### config.mk
export PLATFORM = sky130hd
export DESIGN_NAME = rv32i_exec
export DESIGN_NICKNAME = d
export VERILOG_FILES = /design/src/logic/rv32i_exec_pkg.sv /design/src/logic/rv32i_exec.sv /design/src/logic/exec_unit.sv /design/src/logic/issue_buffer.sv /design/src/logic/inst_decoder.sv
export SDC_FILE = /design/constraint.sdc
export NUM_CORES = 1
export LEC_CHECK = 0
export BUFFER_PORTS_ARGS = -buffer_cell sky130_fd_sc_hd__buf_2
export CORE_MARGIN = 2
export CORE_UTILIZATION = 56
export CTS_CLUSTER_SIZE = 30
export DETAILED_ROUTE_END_ITERATION = 12
export PLACE_DENSITY = 0.78
export SYNTH_ARGS = -nofsm -noshare
export SYNTH_HDL_FRONTEND = slang
export SYNTH_SLANG_ARGS = --single-unit
### constraint.sdc
create_clock -name clk -period 9.9 [get_ports clk]
set_input_delay 0.99 -clock clk [delete_from_list [all_inputs] [get_ports clk]]
set_output_delay 0.99 -clock clk [all_outputs]
set_load 0.01 [all_outputs]
### src/logic/rv32i_exec_pkg.sv
package rv32i_exec_pkg;

	localparam int XLEN       = 32;                  // data and pc width
	localparam int REG_ADDR_W = 5;
	localparam int INST_W     = 32;

	localparam logic [XLEN-1:0] PC_STEP = XLEN'(4);  // sequential pc increment

	localparam logic [6:0] F7_BASE = 7'b0000000;     // plain OP
	localparam logic [6:0] F7_ALT  = 7'b0100000;     // sub / sra variant

	// major opcodes, only the groups this stage executes
	typedef enum logic [6:0] {
		OPC_OP_IMM = 7'b0010011,
		OPC_OP     = 7'b0110011,
		OPC_LUI    = 7'b0110111,
		OPC_AUIPC  = 7'b0010111,
		OPC_JAL    = 7'b1101111,
		OPC_JALR   = 7'b1100111,
		OPC_BRANCH = 7'b1100011,
		OPC_FENCE  = 7'b0001111
	} opcode_e;

	typedef enum logic [3:0] {
		ALU_ADD    = 4'd0,
		ALU_SUB    = 4'd1,
		ALU_SLL    = 4'd2,
		ALU_SLT    = 4'd3,
		ALU_SLTU   = 4'd4,
		ALU_XOR    = 4'd5,
		ALU_SRL    = 4'd6,
		ALU_SRA    = 4'd7,
		ALU_OR     = 4'd8,
		ALU_AND    = 4'd9,
		ALU_PASS_B = 4'd10   // lui
	} alu_op_e;

	typedef enum logic [1:0] {
		PC_SEQ      = 2'd0,  // pc + 4
		PC_BRANCH   = 2'd1,  // pc + imm if taken
		PC_JUMP     = 2'd2,  // pc + imm
		PC_JUMP_REG = 2'd3   // rs1 + imm
	} pc_sel_e;

	// coded as the branch funct3
	typedef enum logic [2:0] {
		BR_EQ  = 3'b000,
		BR_NE  = 3'b001,
		BR_LT  = 3'b100,
		BR_GE  = 3'b101,
		BR_LTU = 3'b110,
		BR_GEU = 3'b111
	} br_cond_e;

	typedef struct packed {
		logic [INST_W-1:0] inst;
		logic [XLEN-1:0]   pc;
		logic [XLEN-1:0]   rs1_data;
		logic [XLEN-1:0]   rs2_data;
	} issue_t;

	typedef struct packed {
		alu_op_e               alu_op;
		pc_sel_e               pc_sel;
		br_cond_e              br_cond;
		logic [XLEN-1:0]       opa;       // alu operand a
		logic [XLEN-1:0]       opb;       // alu operand b
		logic [XLEN-1:0]       rs1_data;  // compare and jalr base
		logic [XLEN-1:0]       rs2_data;
		logic [XLEN-1:0]       pc;
		logic [XLEN-1:0]       imm;       // next-pc offset
		logic [REG_ADDR_W-1:0] rd_addr;
		logic                  rd_we;
		logic                  illegal;
	} micro_op_t;

	typedef struct packed {
		logic                  rd_we;
		logic [REG_ADDR_W-1:0] rd_addr;
		logic [XLEN-1:0]       rd_wdata;
		logic [XLEN-1:0]       pc_next;
		logic                  illegal;
	} result_t;

endpackage
### src/logic/rv32i_exec.sv
`timescale 1ns/10ps

module rv32i_exec import rv32i_exec_pkg::*; (
	input  logic    clk,
	input  logic    rst_n_i,
	input  logic    in_valid_i,
	output logic    in_ready_o,
	input  issue_t  in_data_i,
	output logic    out_valid_o,
	input  logic    out_ready_i,
	output result_t out_data_o
);

	micro_op_t dec_uop;    // decoder to buffer
	micro_op_t buf_uop;    // buffer to execute
	logic      buf_valid;
	logic      buf_ready;

	inst_decoder u_dec (
		.issue_i (in_data_i),
		.uop_o   (dec_uop)
	);

	issue_buffer u_buf (
		.clk        (clk),
		.rst_n_i    (rst_n_i),
		.wr_valid_i (in_valid_i),
		.wr_ready_o (in_ready_o),
		.wr_data_i  (dec_uop),
		.rd_valid_o (buf_valid),
		.rd_ready_i (buf_ready),
		.rd_data_o  (buf_uop)
	);

	exec_unit u_exec (
		.clk         (clk),
		.rst_n_i     (rst_n_i),
		.uop_valid_i (buf_valid),
		.uop_ready_o (buf_ready),
		.uop_i       (buf_uop),
		.res_valid_o (out_valid_o),
		.res_ready_i (out_ready_i),
		.res_o       (out_data_o)
	);

endmodule

### src/logic/exec_unit.sv
`timescale 1ns/10ps

module exec_unit import rv32i_exec_pkg::*; (
	input  logic      clk,
	input  logic      rst_n_i,
	input  logic      uop_valid_i,
	output logic      uop_ready_o,
	input  micro_op_t uop_i,
	output logic      res_valid_o,
	input  logic      res_ready_i,
	output result_t   res_o
);

	logic [XLEN-1:0] alu_res;
	logic [4:0]      shamt;
	logic            cmp_eq;
	logic            cmp_ge_s;
	logic            cmp_ge_u;
	logic            br_taken;
	logic [XLEN-1:0] npc_base;
	logic [XLEN-1:0] npc_off;
	logic [XLEN-1:0] npc;
	result_t         res_d;

	assign shamt = uop_i.opb[4:0];

	always_comb begin
		case (uop_i.alu_op)
			ALU_ADD:    alu_res = uop_i.opa + uop_i.opb;
			ALU_SUB:    alu_res = uop_i.opa - uop_i.opb;
			ALU_SLL:    alu_res = uop_i.opa << shamt;
			ALU_SLT:    alu_res = XLEN'($signed(uop_i.opa) < $signed(uop_i.opb));
			ALU_SLTU:   alu_res = XLEN'(uop_i.opa < uop_i.opb);
			ALU_XOR:    alu_res = uop_i.opa ^ uop_i.opb;
			ALU_SRL:    alu_res = uop_i.opa >> shamt;
			ALU_SRA:    alu_res = $unsigned($signed(uop_i.opa) >>> shamt);
			ALU_OR:     alu_res = uop_i.opa | uop_i.opb;
			ALU_AND:    alu_res = uop_i.opa & uop_i.opb;
			ALU_PASS_B: alu_res = uop_i.opb;
			default:    alu_res = '0;
		endcase
	end

	// branch comparators on the raw register values
	assign cmp_eq   = (uop_i.rs1_data == uop_i.rs2_data);
	assign cmp_ge_s = ($signed(uop_i.rs1_data) >= $signed(uop_i.rs2_data));
	assign cmp_ge_u = (uop_i.rs1_data >= uop_i.rs2_data);

	always_comb begin
		case (uop_i.br_cond)
			BR_EQ:   br_taken = cmp_eq;
			BR_NE:   br_taken = !cmp_eq;
			BR_LT:   br_taken = !cmp_ge_s;
			BR_GE:   br_taken = cmp_ge_s;
			BR_LTU:  br_taken = !cmp_ge_u;
			BR_GEU:  br_taken = cmp_ge_u;
			default: br_taken = 1'b0;
		endcase
	end

	// second adder for the next pc
	always_comb begin
		npc_base = (uop_i.pc_sel == PC_JUMP_REG) ? uop_i.rs1_data : uop_i.pc;
		case (uop_i.pc_sel)
			PC_BRANCH:   npc_off = br_taken ? uop_i.imm : PC_STEP;
			PC_JUMP:     npc_off = uop_i.imm;
			PC_JUMP_REG: npc_off = uop_i.imm;
			default:     npc_off = PC_STEP;
		endcase
	end

	assign npc = npc_base + npc_off;

	always_comb begin
		res_d.rd_we    = uop_i.rd_we;
		res_d.rd_addr  = uop_i.rd_addr;
		res_d.rd_wdata = uop_i.rd_we ? alu_res : '0;
		res_d.pc_next  = uop_i.illegal ? '0 : npc;
		res_d.illegal  = uop_i.illegal;
	end

	// take a new entry when the output slot is empty or drains now
	assign uop_ready_o = !res_valid_o || res_ready_i;

	always_ff @(posedge clk or negedge rst_n_i) begin
		if (!rst_n_i) begin
			res_valid_o <= 1'b0;
		end else if (uop_valid_i && uop_ready_o) begin
			res_valid_o <= 1'b1;
		end else if (res_ready_i) begin
			res_valid_o <= 1'b0;
		end
	end

	always_ff @(posedge clk) begin
		if (uop_valid_i && uop_ready_o) begin
			res_o <= res_d;  // held while stalled
		end
	end

endmodule

### src/logic/issue_buffer.sv
`timescale 1ns/10ps

module issue_buffer import rv32i_exec_pkg::*; (
	input  logic      clk,
	input  logic      rst_n_i,
	input  logic      wr_valid_i,
	output logic      wr_ready_o,
	input  micro_op_t wr_data_i,
	output logic      rd_valid_o,
	input  logic      rd_ready_i,
	output micro_op_t rd_data_o
);

	micro_op_t  mem [2];
	logic       wr_ptr;
	logic       rd_ptr;
	logic [1:0] count;  // 0..2 entries
	logic       do_wr;
	logic       do_rd;

	assign wr_ready_o = (count != 2'd2);  // registered state only
	assign rd_valid_o = (count != 2'd0);
	assign rd_data_o  = mem[rd_ptr];

	assign do_wr = wr_valid_i && wr_ready_o;
	assign do_rd = rd_valid_o && rd_ready_i;

	always_ff @(posedge clk) begin
		if (do_wr) begin
			mem[wr_ptr] <= wr_data_i;
		end
	end

	always_ff @(posedge clk or negedge rst_n_i) begin
		if (!rst_n_i) begin
			wr_ptr <= 1'b0;
			rd_ptr <= 1'b0;
			count  <= 2'd0;
		end else begin
			if (do_wr) begin
				wr_ptr <= ~wr_ptr;
			end
			if (do_rd) begin
				rd_ptr <= ~rd_ptr;
			end
			case ({do_wr, do_rd})
				2'b10:   count <= count + 2'd1;
				2'b01:   count <= count - 2'd1;
				default: count <= count;  // both or neither
			endcase
		end
	end

endmodule

### src/logic/inst_decoder.sv
`timescale 1ns/10ps

module inst_decoder import rv32i_exec_pkg::*; (
	input  issue_t    issue_i,
	output micro_op_t uop_o
);

	logic [INST_W-1:0]     inst;
	opcode_e               opcode;
	logic [2:0]            funct3;
	logic [6:0]            funct7;
	logic [REG_ADDR_W-1:0] rd;
	logic [XLEN-1:0]       imm_i;
	logic [XLEN-1:0]       imm_b;
	logic [XLEN-1:0]       imm_u;
	logic [XLEN-1:0]       imm_j;

	assign inst   = issue_i.inst;
	assign opcode = opcode_e'(inst[6:0]);
	assign funct3 = inst[14:12];
	assign funct7 = inst[31:25];
	assign rd     = inst[11:7];

	assign imm_i = {{20{inst[31]}}, inst[31:20]};
	assign imm_b = {{20{inst[31]}}, inst[7], inst[30:25], inst[11:8], 1'b0};
	assign imm_u = {inst[31:12], 12'h000};
	assign imm_j = {{12{inst[31]}}, inst[19:12], inst[20], inst[30:21], 1'b0};

	always_comb begin
		uop_o          = '0;
		uop_o.alu_op   = ALU_ADD;
		uop_o.pc_sel   = PC_SEQ;
		uop_o.br_cond  = BR_EQ;
		uop_o.opa      = issue_i.rs1_data;
		uop_o.opb      = imm_i;
		uop_o.rs1_data = issue_i.rs1_data;
		uop_o.rs2_data = issue_i.rs2_data;
		uop_o.pc       = issue_i.pc;
		uop_o.imm      = imm_i;

		case (opcode)
			OPC_OP_IMM: begin
				uop_o.rd_we = 1'b1;
				case (funct3)
					3'b000:  uop_o.alu_op = ALU_ADD;
					3'b001:  uop_o.alu_op = ALU_SLL;  // shamt sits in imm_i[4:0]
					3'b010:  uop_o.alu_op = ALU_SLT;
					3'b011:  uop_o.alu_op = ALU_SLTU;
					3'b100:  uop_o.alu_op = ALU_XOR;
					3'b101:  uop_o.alu_op = inst[30] ? ALU_SRA : ALU_SRL;
					3'b110:  uop_o.alu_op = ALU_OR;
					default: uop_o.alu_op = ALU_AND;
				endcase
			end
			OPC_OP: begin
				uop_o.opb   = issue_i.rs2_data;
				uop_o.rd_we = 1'b1;
				// M extension (funct7 = 1) lands here too
				uop_o.illegal = (funct7 != F7_BASE) && (funct7 != F7_ALT);
				case (funct3)
					3'b000:  uop_o.alu_op = inst[30] ? ALU_SUB : ALU_ADD;
					3'b001:  uop_o.alu_op = ALU_SLL;
					3'b010:  uop_o.alu_op = ALU_SLT;
					3'b011:  uop_o.alu_op = ALU_SLTU;
					3'b100:  uop_o.alu_op = ALU_XOR;
					3'b101:  uop_o.alu_op = inst[30] ? ALU_SRA : ALU_SRL;
					3'b110:  uop_o.alu_op = ALU_OR;
					default: uop_o.alu_op = ALU_AND;
				endcase
			end
			OPC_LUI: begin
				uop_o.alu_op = ALU_PASS_B;
				uop_o.opb    = imm_u;
				uop_o.rd_we  = 1'b1;
			end
			OPC_AUIPC: begin
				uop_o.opa   = issue_i.pc;
				uop_o.opb   = imm_u;
				uop_o.rd_we = 1'b1;
			end
			OPC_JAL: begin
				uop_o.opa    = issue_i.pc;  // link = pc + 4
				uop_o.opb    = PC_STEP;
				uop_o.rd_we  = 1'b1;
				uop_o.pc_sel = PC_JUMP;
				uop_o.imm    = imm_j;
			end
			OPC_JALR: begin
				uop_o.opa    = issue_i.pc;
				uop_o.opb    = PC_STEP;
				uop_o.rd_we  = 1'b1;
				uop_o.pc_sel = PC_JUMP_REG;
			end
			OPC_BRANCH: begin
				uop_o.pc_sel  = PC_BRANCH;
				uop_o.br_cond = br_cond_e'(funct3);
				uop_o.imm     = imm_b;
				uop_o.illegal = (funct3 == 3'b010) || (funct3 == 3'b011);
			end
			OPC_FENCE: begin
				uop_o.rd_we = 1'b0;  // no-op here, just step the pc
			end
			default: begin
				uop_o.illegal = 1'b1;  // loads, stores, system, unknown
			end
		endcase

		if (uop_o.illegal) begin
			uop_o.rd_we = 1'b0;
		end
		uop_o.rd_addr = uop_o.rd_we ? rd : '0;  // b-type bits 11:7 are not rd
	end

endmodule

==> tab_implementation.tex <==
\begin{tabular}{lr}
\hline
Metric & Value \\
\hline
\multicolumn{2}{l}{\textbf{Critical path}} \\
\quad Worst path slowest cell & dfrtp\_4 \\
\quad Cell repeated most along the worst path & o21ai\_0 \\
\quad Worst R2R Setup Slack & 1.84 ns \\
\quad Crit. End Element & flip-flop \\
\quad Launching element type of the critical path & flip-flop \\
\quad WP data arrival & 8.37 ns \\
\quad Data required time at the worst endpoint & 10.21 ns \\
\quad Maximum single-stage delay on the critical path & 0.84 ns \\
\quad WS Path Type & reg -> reg \\
\quad Ordered list of cells on the worst path & buf\_4 > mux2\_2 > ha\_1 > nand3\_1 > nor3\_1 > inv\_1 > o2111ai\_1 > nor3\_1 > o21ai\_0 > nand4b\_1 > a21oi\_1 > buf\_4 > a211o\_1 > ha\_1 > nor2b\_1 > o21ai\_0 > a21boi\_0 > o21ai\_0 > a21o\_1 > a211oi\_1 > o21ai\_0 > a21boi\_0 > mux2i\_1 > o311ai\_0 \\
\quad Combined buffer and inverter count along the critical path & 3 \\
\quad Crit-path leading delay family & compound AO/OA/AOI/OAI gates \\
\quad Worst-path fanout max & 41 \\
\multicolumn{2}{l}{\textbf{Global routing}} \\
\quad Gr usage total & 34.4\% \\
\quad Antenna violations before repair & 2 \\
\quad Remaining global-route overflow & 0 \\
\quad Maximum number of pins on one net before global-route repair & 85 \\
\quad First-pass GRT wire length & 139 mm \\
\quad Via count of the first global-routing pass & 22502 \\
\multicolumn{2}{l}{\textbf{Yosys}} \\
\quad Number of distinct library cells after synthesis & 91 \\
\quad Predominant post-synthesis flop cell & edfxtp\_1 \\
\quad Biggest area consumer among synthesized cells & edfxtp\_1 \\
\quad Number of warnings reported in the yosys synthesis log & 0 \\
\quad Fraction of registers with async set/reset & 1.06\% \\
\quad Number of enable flip-flop cells after synthesis & 465 \\
\quad Leading post-synthesis cells by cell area & edfxtp\_1, ha\_1, mux2i\_1, mux2\_2, a21oi\_1 \\
\quad Sequential share of the synthesized area & 48.0\% \\
\quad Synthesized netlist net count & 2954 \\
\quad Per-instance average area after synthesis & 11.0 um\^{}2 \\
\quad \#FFs+latches synth & 470 \\
\quad Gate count of the mapped netlist & 2658 \\
\quad Area share of the leading cell type in the synthesized netlist & 47.6\% \\
\quad Combined area of all synthesized cells & 29400 um\^{}2 \\
\multicolumn{2}{l}{\textbf{Pwr}} \\
\quad Static leakage power & 0.0128 uW \\
\quad PwrDens & 382 nW/um\^{}2 \\
\quad Worst IR Drop VDD & 0.272 mV \\
\quad Post-layout power & 12400 uW \\
\multicolumn{2}{l}{\textbf{Floorplanning}} \\
\quad Floorplan die area & 54300 um\^{}2 \\
\quad Overall die height & 233 um \\
\quad Core Area & 51600 um\^{}2 \\
\quad Initial standard-cell utilization of the core & 56.9\% \\
\quad Site Rows & 83 \\
\quad I/O pin count & 205 \\
\quad Die W & 233 um \\
\multicolumn{2}{l}{\textbf{Clock network}} \\
\quad TritonCTS buffer count & 49 \\
\quad Setup fix buffers added after clock tree synthesis & 0 \\
\quad CTS clk-pin slew, worst paths & 0.06 ns \\
\quad Hold-fix buffers at CTS & 0 \\
\quad Clock Sink Count & 470 \\
\quad Number of gates resized after cts & 0 \\
\quad CTS Buffer Depth & 3 \\
\quad Clock tree from TritonCTS & yes \\
\quad Clock latency reported for the late side of the worst-skew pair & 0.61 ns \\
\quad Root Driver & clkbuf\_16 \\
\quad H-tree depth & 2 \\
\multicolumn{2}{l}{\textbf{Route}} \\
\quad DRC viols & 0 \\
\quad DRT Wirelength & 94.6 mm \\
\quad Number of nets with antenna violations after routing & 0 \\
\quad Initial DRC count & 2974 \\
\quad Amount of wire on met2 after detailed routing & 42.2 mm \\
\quad Total met3 wirelength after detailed routing & 9.85 mm \\
\quad Number of vias after detailed routing & 23652 \\
\quad Number of detailed-routing iterations run before antenna repair & 8 \\
\quad Average wire per cell in the routed design & 26.7 um \\
\quad DR top layer & met5 \\
\quad Total routed wire length on the met1 layer & 37.0 mm \\
\quad Vias per cell & 6.68 \\
\multicolumn{2}{l}{\textbf{STA}} \\
\quad Fmax & 0.124 GHz \\
\quad Pins over their slew limit & 0 \\
\quad Period Utilization, post-route & 81.4\% \\
\quad Worst clock skew on the final layout & 0.0285 ns \\
\quad Min Clock Period, post-route & 8.06 ns \\
\quad Sum Neg Setup Slack & 0 ns \\
\quad RSZ-0062 raised after global routing & false \\
\quad Transition time of the tightest slew-check pin & 1.14 ns \\
\quad Setup WS post-layout & 1.84 ns \\
\quad Slew headroom & 23.7\% \\
\quad Count of final hold-check violations & 0 \\
\quad Final setup violation count & 0 \\
\multicolumn{2}{l}{\textbf{Min path}} \\
\quad Tightest Hold Check Type & in -> async \\
\multicolumn{2}{l}{\textbf{Status}} \\
\quad Status & completed \\
\multicolumn{2}{l}{\textbf{Job}} \\
\quad Number of max-cap violations & 0 \\
\multicolumn{2}{l}{\textbf{Finish}} \\
\quad Layout cells sized above 1 & 19.2\% \\
\quad Number of nets in the final layout & 3114 \\
\quad Core occupancy in the finished layout & 63.0\% \\
\quad Layout-stage area growth over the synthesis result & 10.7\% \\
\multicolumn{2}{l}{\textbf{Placed design}} \\
\quad Count of port buffers added during placement & 204 \\
\quad Last weighted congestion value of the routability-driven placer & 1.03 \\
\quad Pre-CTS WS & 2.10 ns \\
\quad Half-perimeter wire length after placement & 68.9 mm \\
\hline
\end{tabular}
==> stage by stage <==
step / instances / area, um^2 / hold slack (ns)
2_1_floorplan: 2658 / 29400 / 0.465
3_3_place_gp: 3447 / 31000 / 0.479
3_5_place_dp: 3447 / 31000 / 0.508
4_1_cts: 3538 / 32500 / 0.222
5_1_grt: 3539 / 32500 / 0.229
6_report: 3539 / 32500 / 0.243
==> registers in the layout (all words and copies together), names as in the netlist <==
register            cells
u_buf.count             2
u_buf.mem             394
u_buf.rd_ptr            1
u_buf.wr_ptr            1
u_exec.res_o           71
u_exec.res_valid_o      1
==> layer usage <==
layer / global-route usage [%] / up-vias
li1: - / 10436
met1: 46.4 / 11369
met2: 53.4 / 1573
met3: 6.32 / 272
met4: 17.4 / 2
met5: 0 / -
==> power by group <==
part	switching (uW)	leakage (uW)	total, uW	internal [uW]
Combinational	4930	0.00757	7560	2640
Clock	772	0.000756	1760	992
Sequential	194	0.00443	3100	2900
==> Yosys cell counts (10+ instances only) <==
cell type,instances
a22o_1,14
o21a_1,16
a221oi_1,15
nor3_1,58
edfxtp_1,465
ha_1,161
o221ai_1,20
o21ai_1,23
and2_1,23
a21o_1,41
a21oi_1,187
and3_1,10
nand3_1,39
mux2_2,140
mux2i_2,28
or3_1,14
o31ai_1,11
a31oi_1,25
mux2i_1,181
nor2b_1,17
a211oi_1,30
buf_2,60
o211ai_1,31
clkbuf_1,54
nor2_1,207
inv_2,11
nand2b_1,12
a221o_1,32
o21bai_1,20
o22ai_1,31
nand4_1,17
inv_1,118
buf_4,11
o21ai_0,122
xnor2_1,24
nand2_1,207
==> cell usage in the layout, fill, tap and decap left out, types with 31 or more instances in the layout <==
| cell type | count |
|---|---|
| a21oi_1 | 186 |
| nor3_1 | 57 |
| nand3_1 | 39 |
| buf_2 | 204 |
| a221o_1 | 32 |
| buf_4 | 44 |
| o22ai_1 | 31 |
| o211ai_1 | 31 |
| nor2_1 | 206 |
| o21ai_0 | 122 |
| nand2_1 | 207 |
| a21o_1 | 41 |
| clkbuf_16 | 49 |
| mux2i_1 | 178 |
| mux2_2 | 140 |
| ha_1 | 161 |
| inv_1 | 118 |
| edfxtp_1 | 465 |
==> worst paths after layout <==
| check | end | start | depth (start not counted) |
|---|---|---|---|
| max | u_exec.res_o[21] | u_buf.rd_ptr | 24 |
| min | u_exec.res_valid_o | rst_n_i | 1 |
| max reg2reg | u_exec.res_o[21] | u_buf.rd_ptr | 24 |
| min reg2reg | u_buf.count[1] | u_buf.count[1] | 1 |
| max in group asynchronous | u_buf.rd_ptr | rst_n_i | 1 |
| min in group clk | u_buf.count[1] | u_buf.count[1] | 1 |
==> cells by family (layout without fill, tap and decap cells) <==
family | count (synthesis) | count (layout) | synth area share [%]
compound gates | 711 | 711 | 16.1
simple gates | 651 | 651 | 10.1
flops | 470 | 470 | 48.0
mux | 360 | 360 | 13.6
buf+inv | 270 | 470 | 4.09
fa+ha+maj | 164 | 164 | 7.07
xor+xnor | 32 | 32 | 0.955
other cells | 0 | 1 | 0
==> final cells by class <==
class / count / area (um^2)
fill: 4009 / 19100
multi-input combinational: 1918 / 14200
sequential: 470 / 14100
timing repair buffer: 249 / 1370
clock buffer: 57 / 1260
tap: 680 / 851
inverter: 130 / 488
clock inverter: 34 / 274
antenna: 1 / 2.50
No activity file was read; power rests on OpenSTA's default activity.
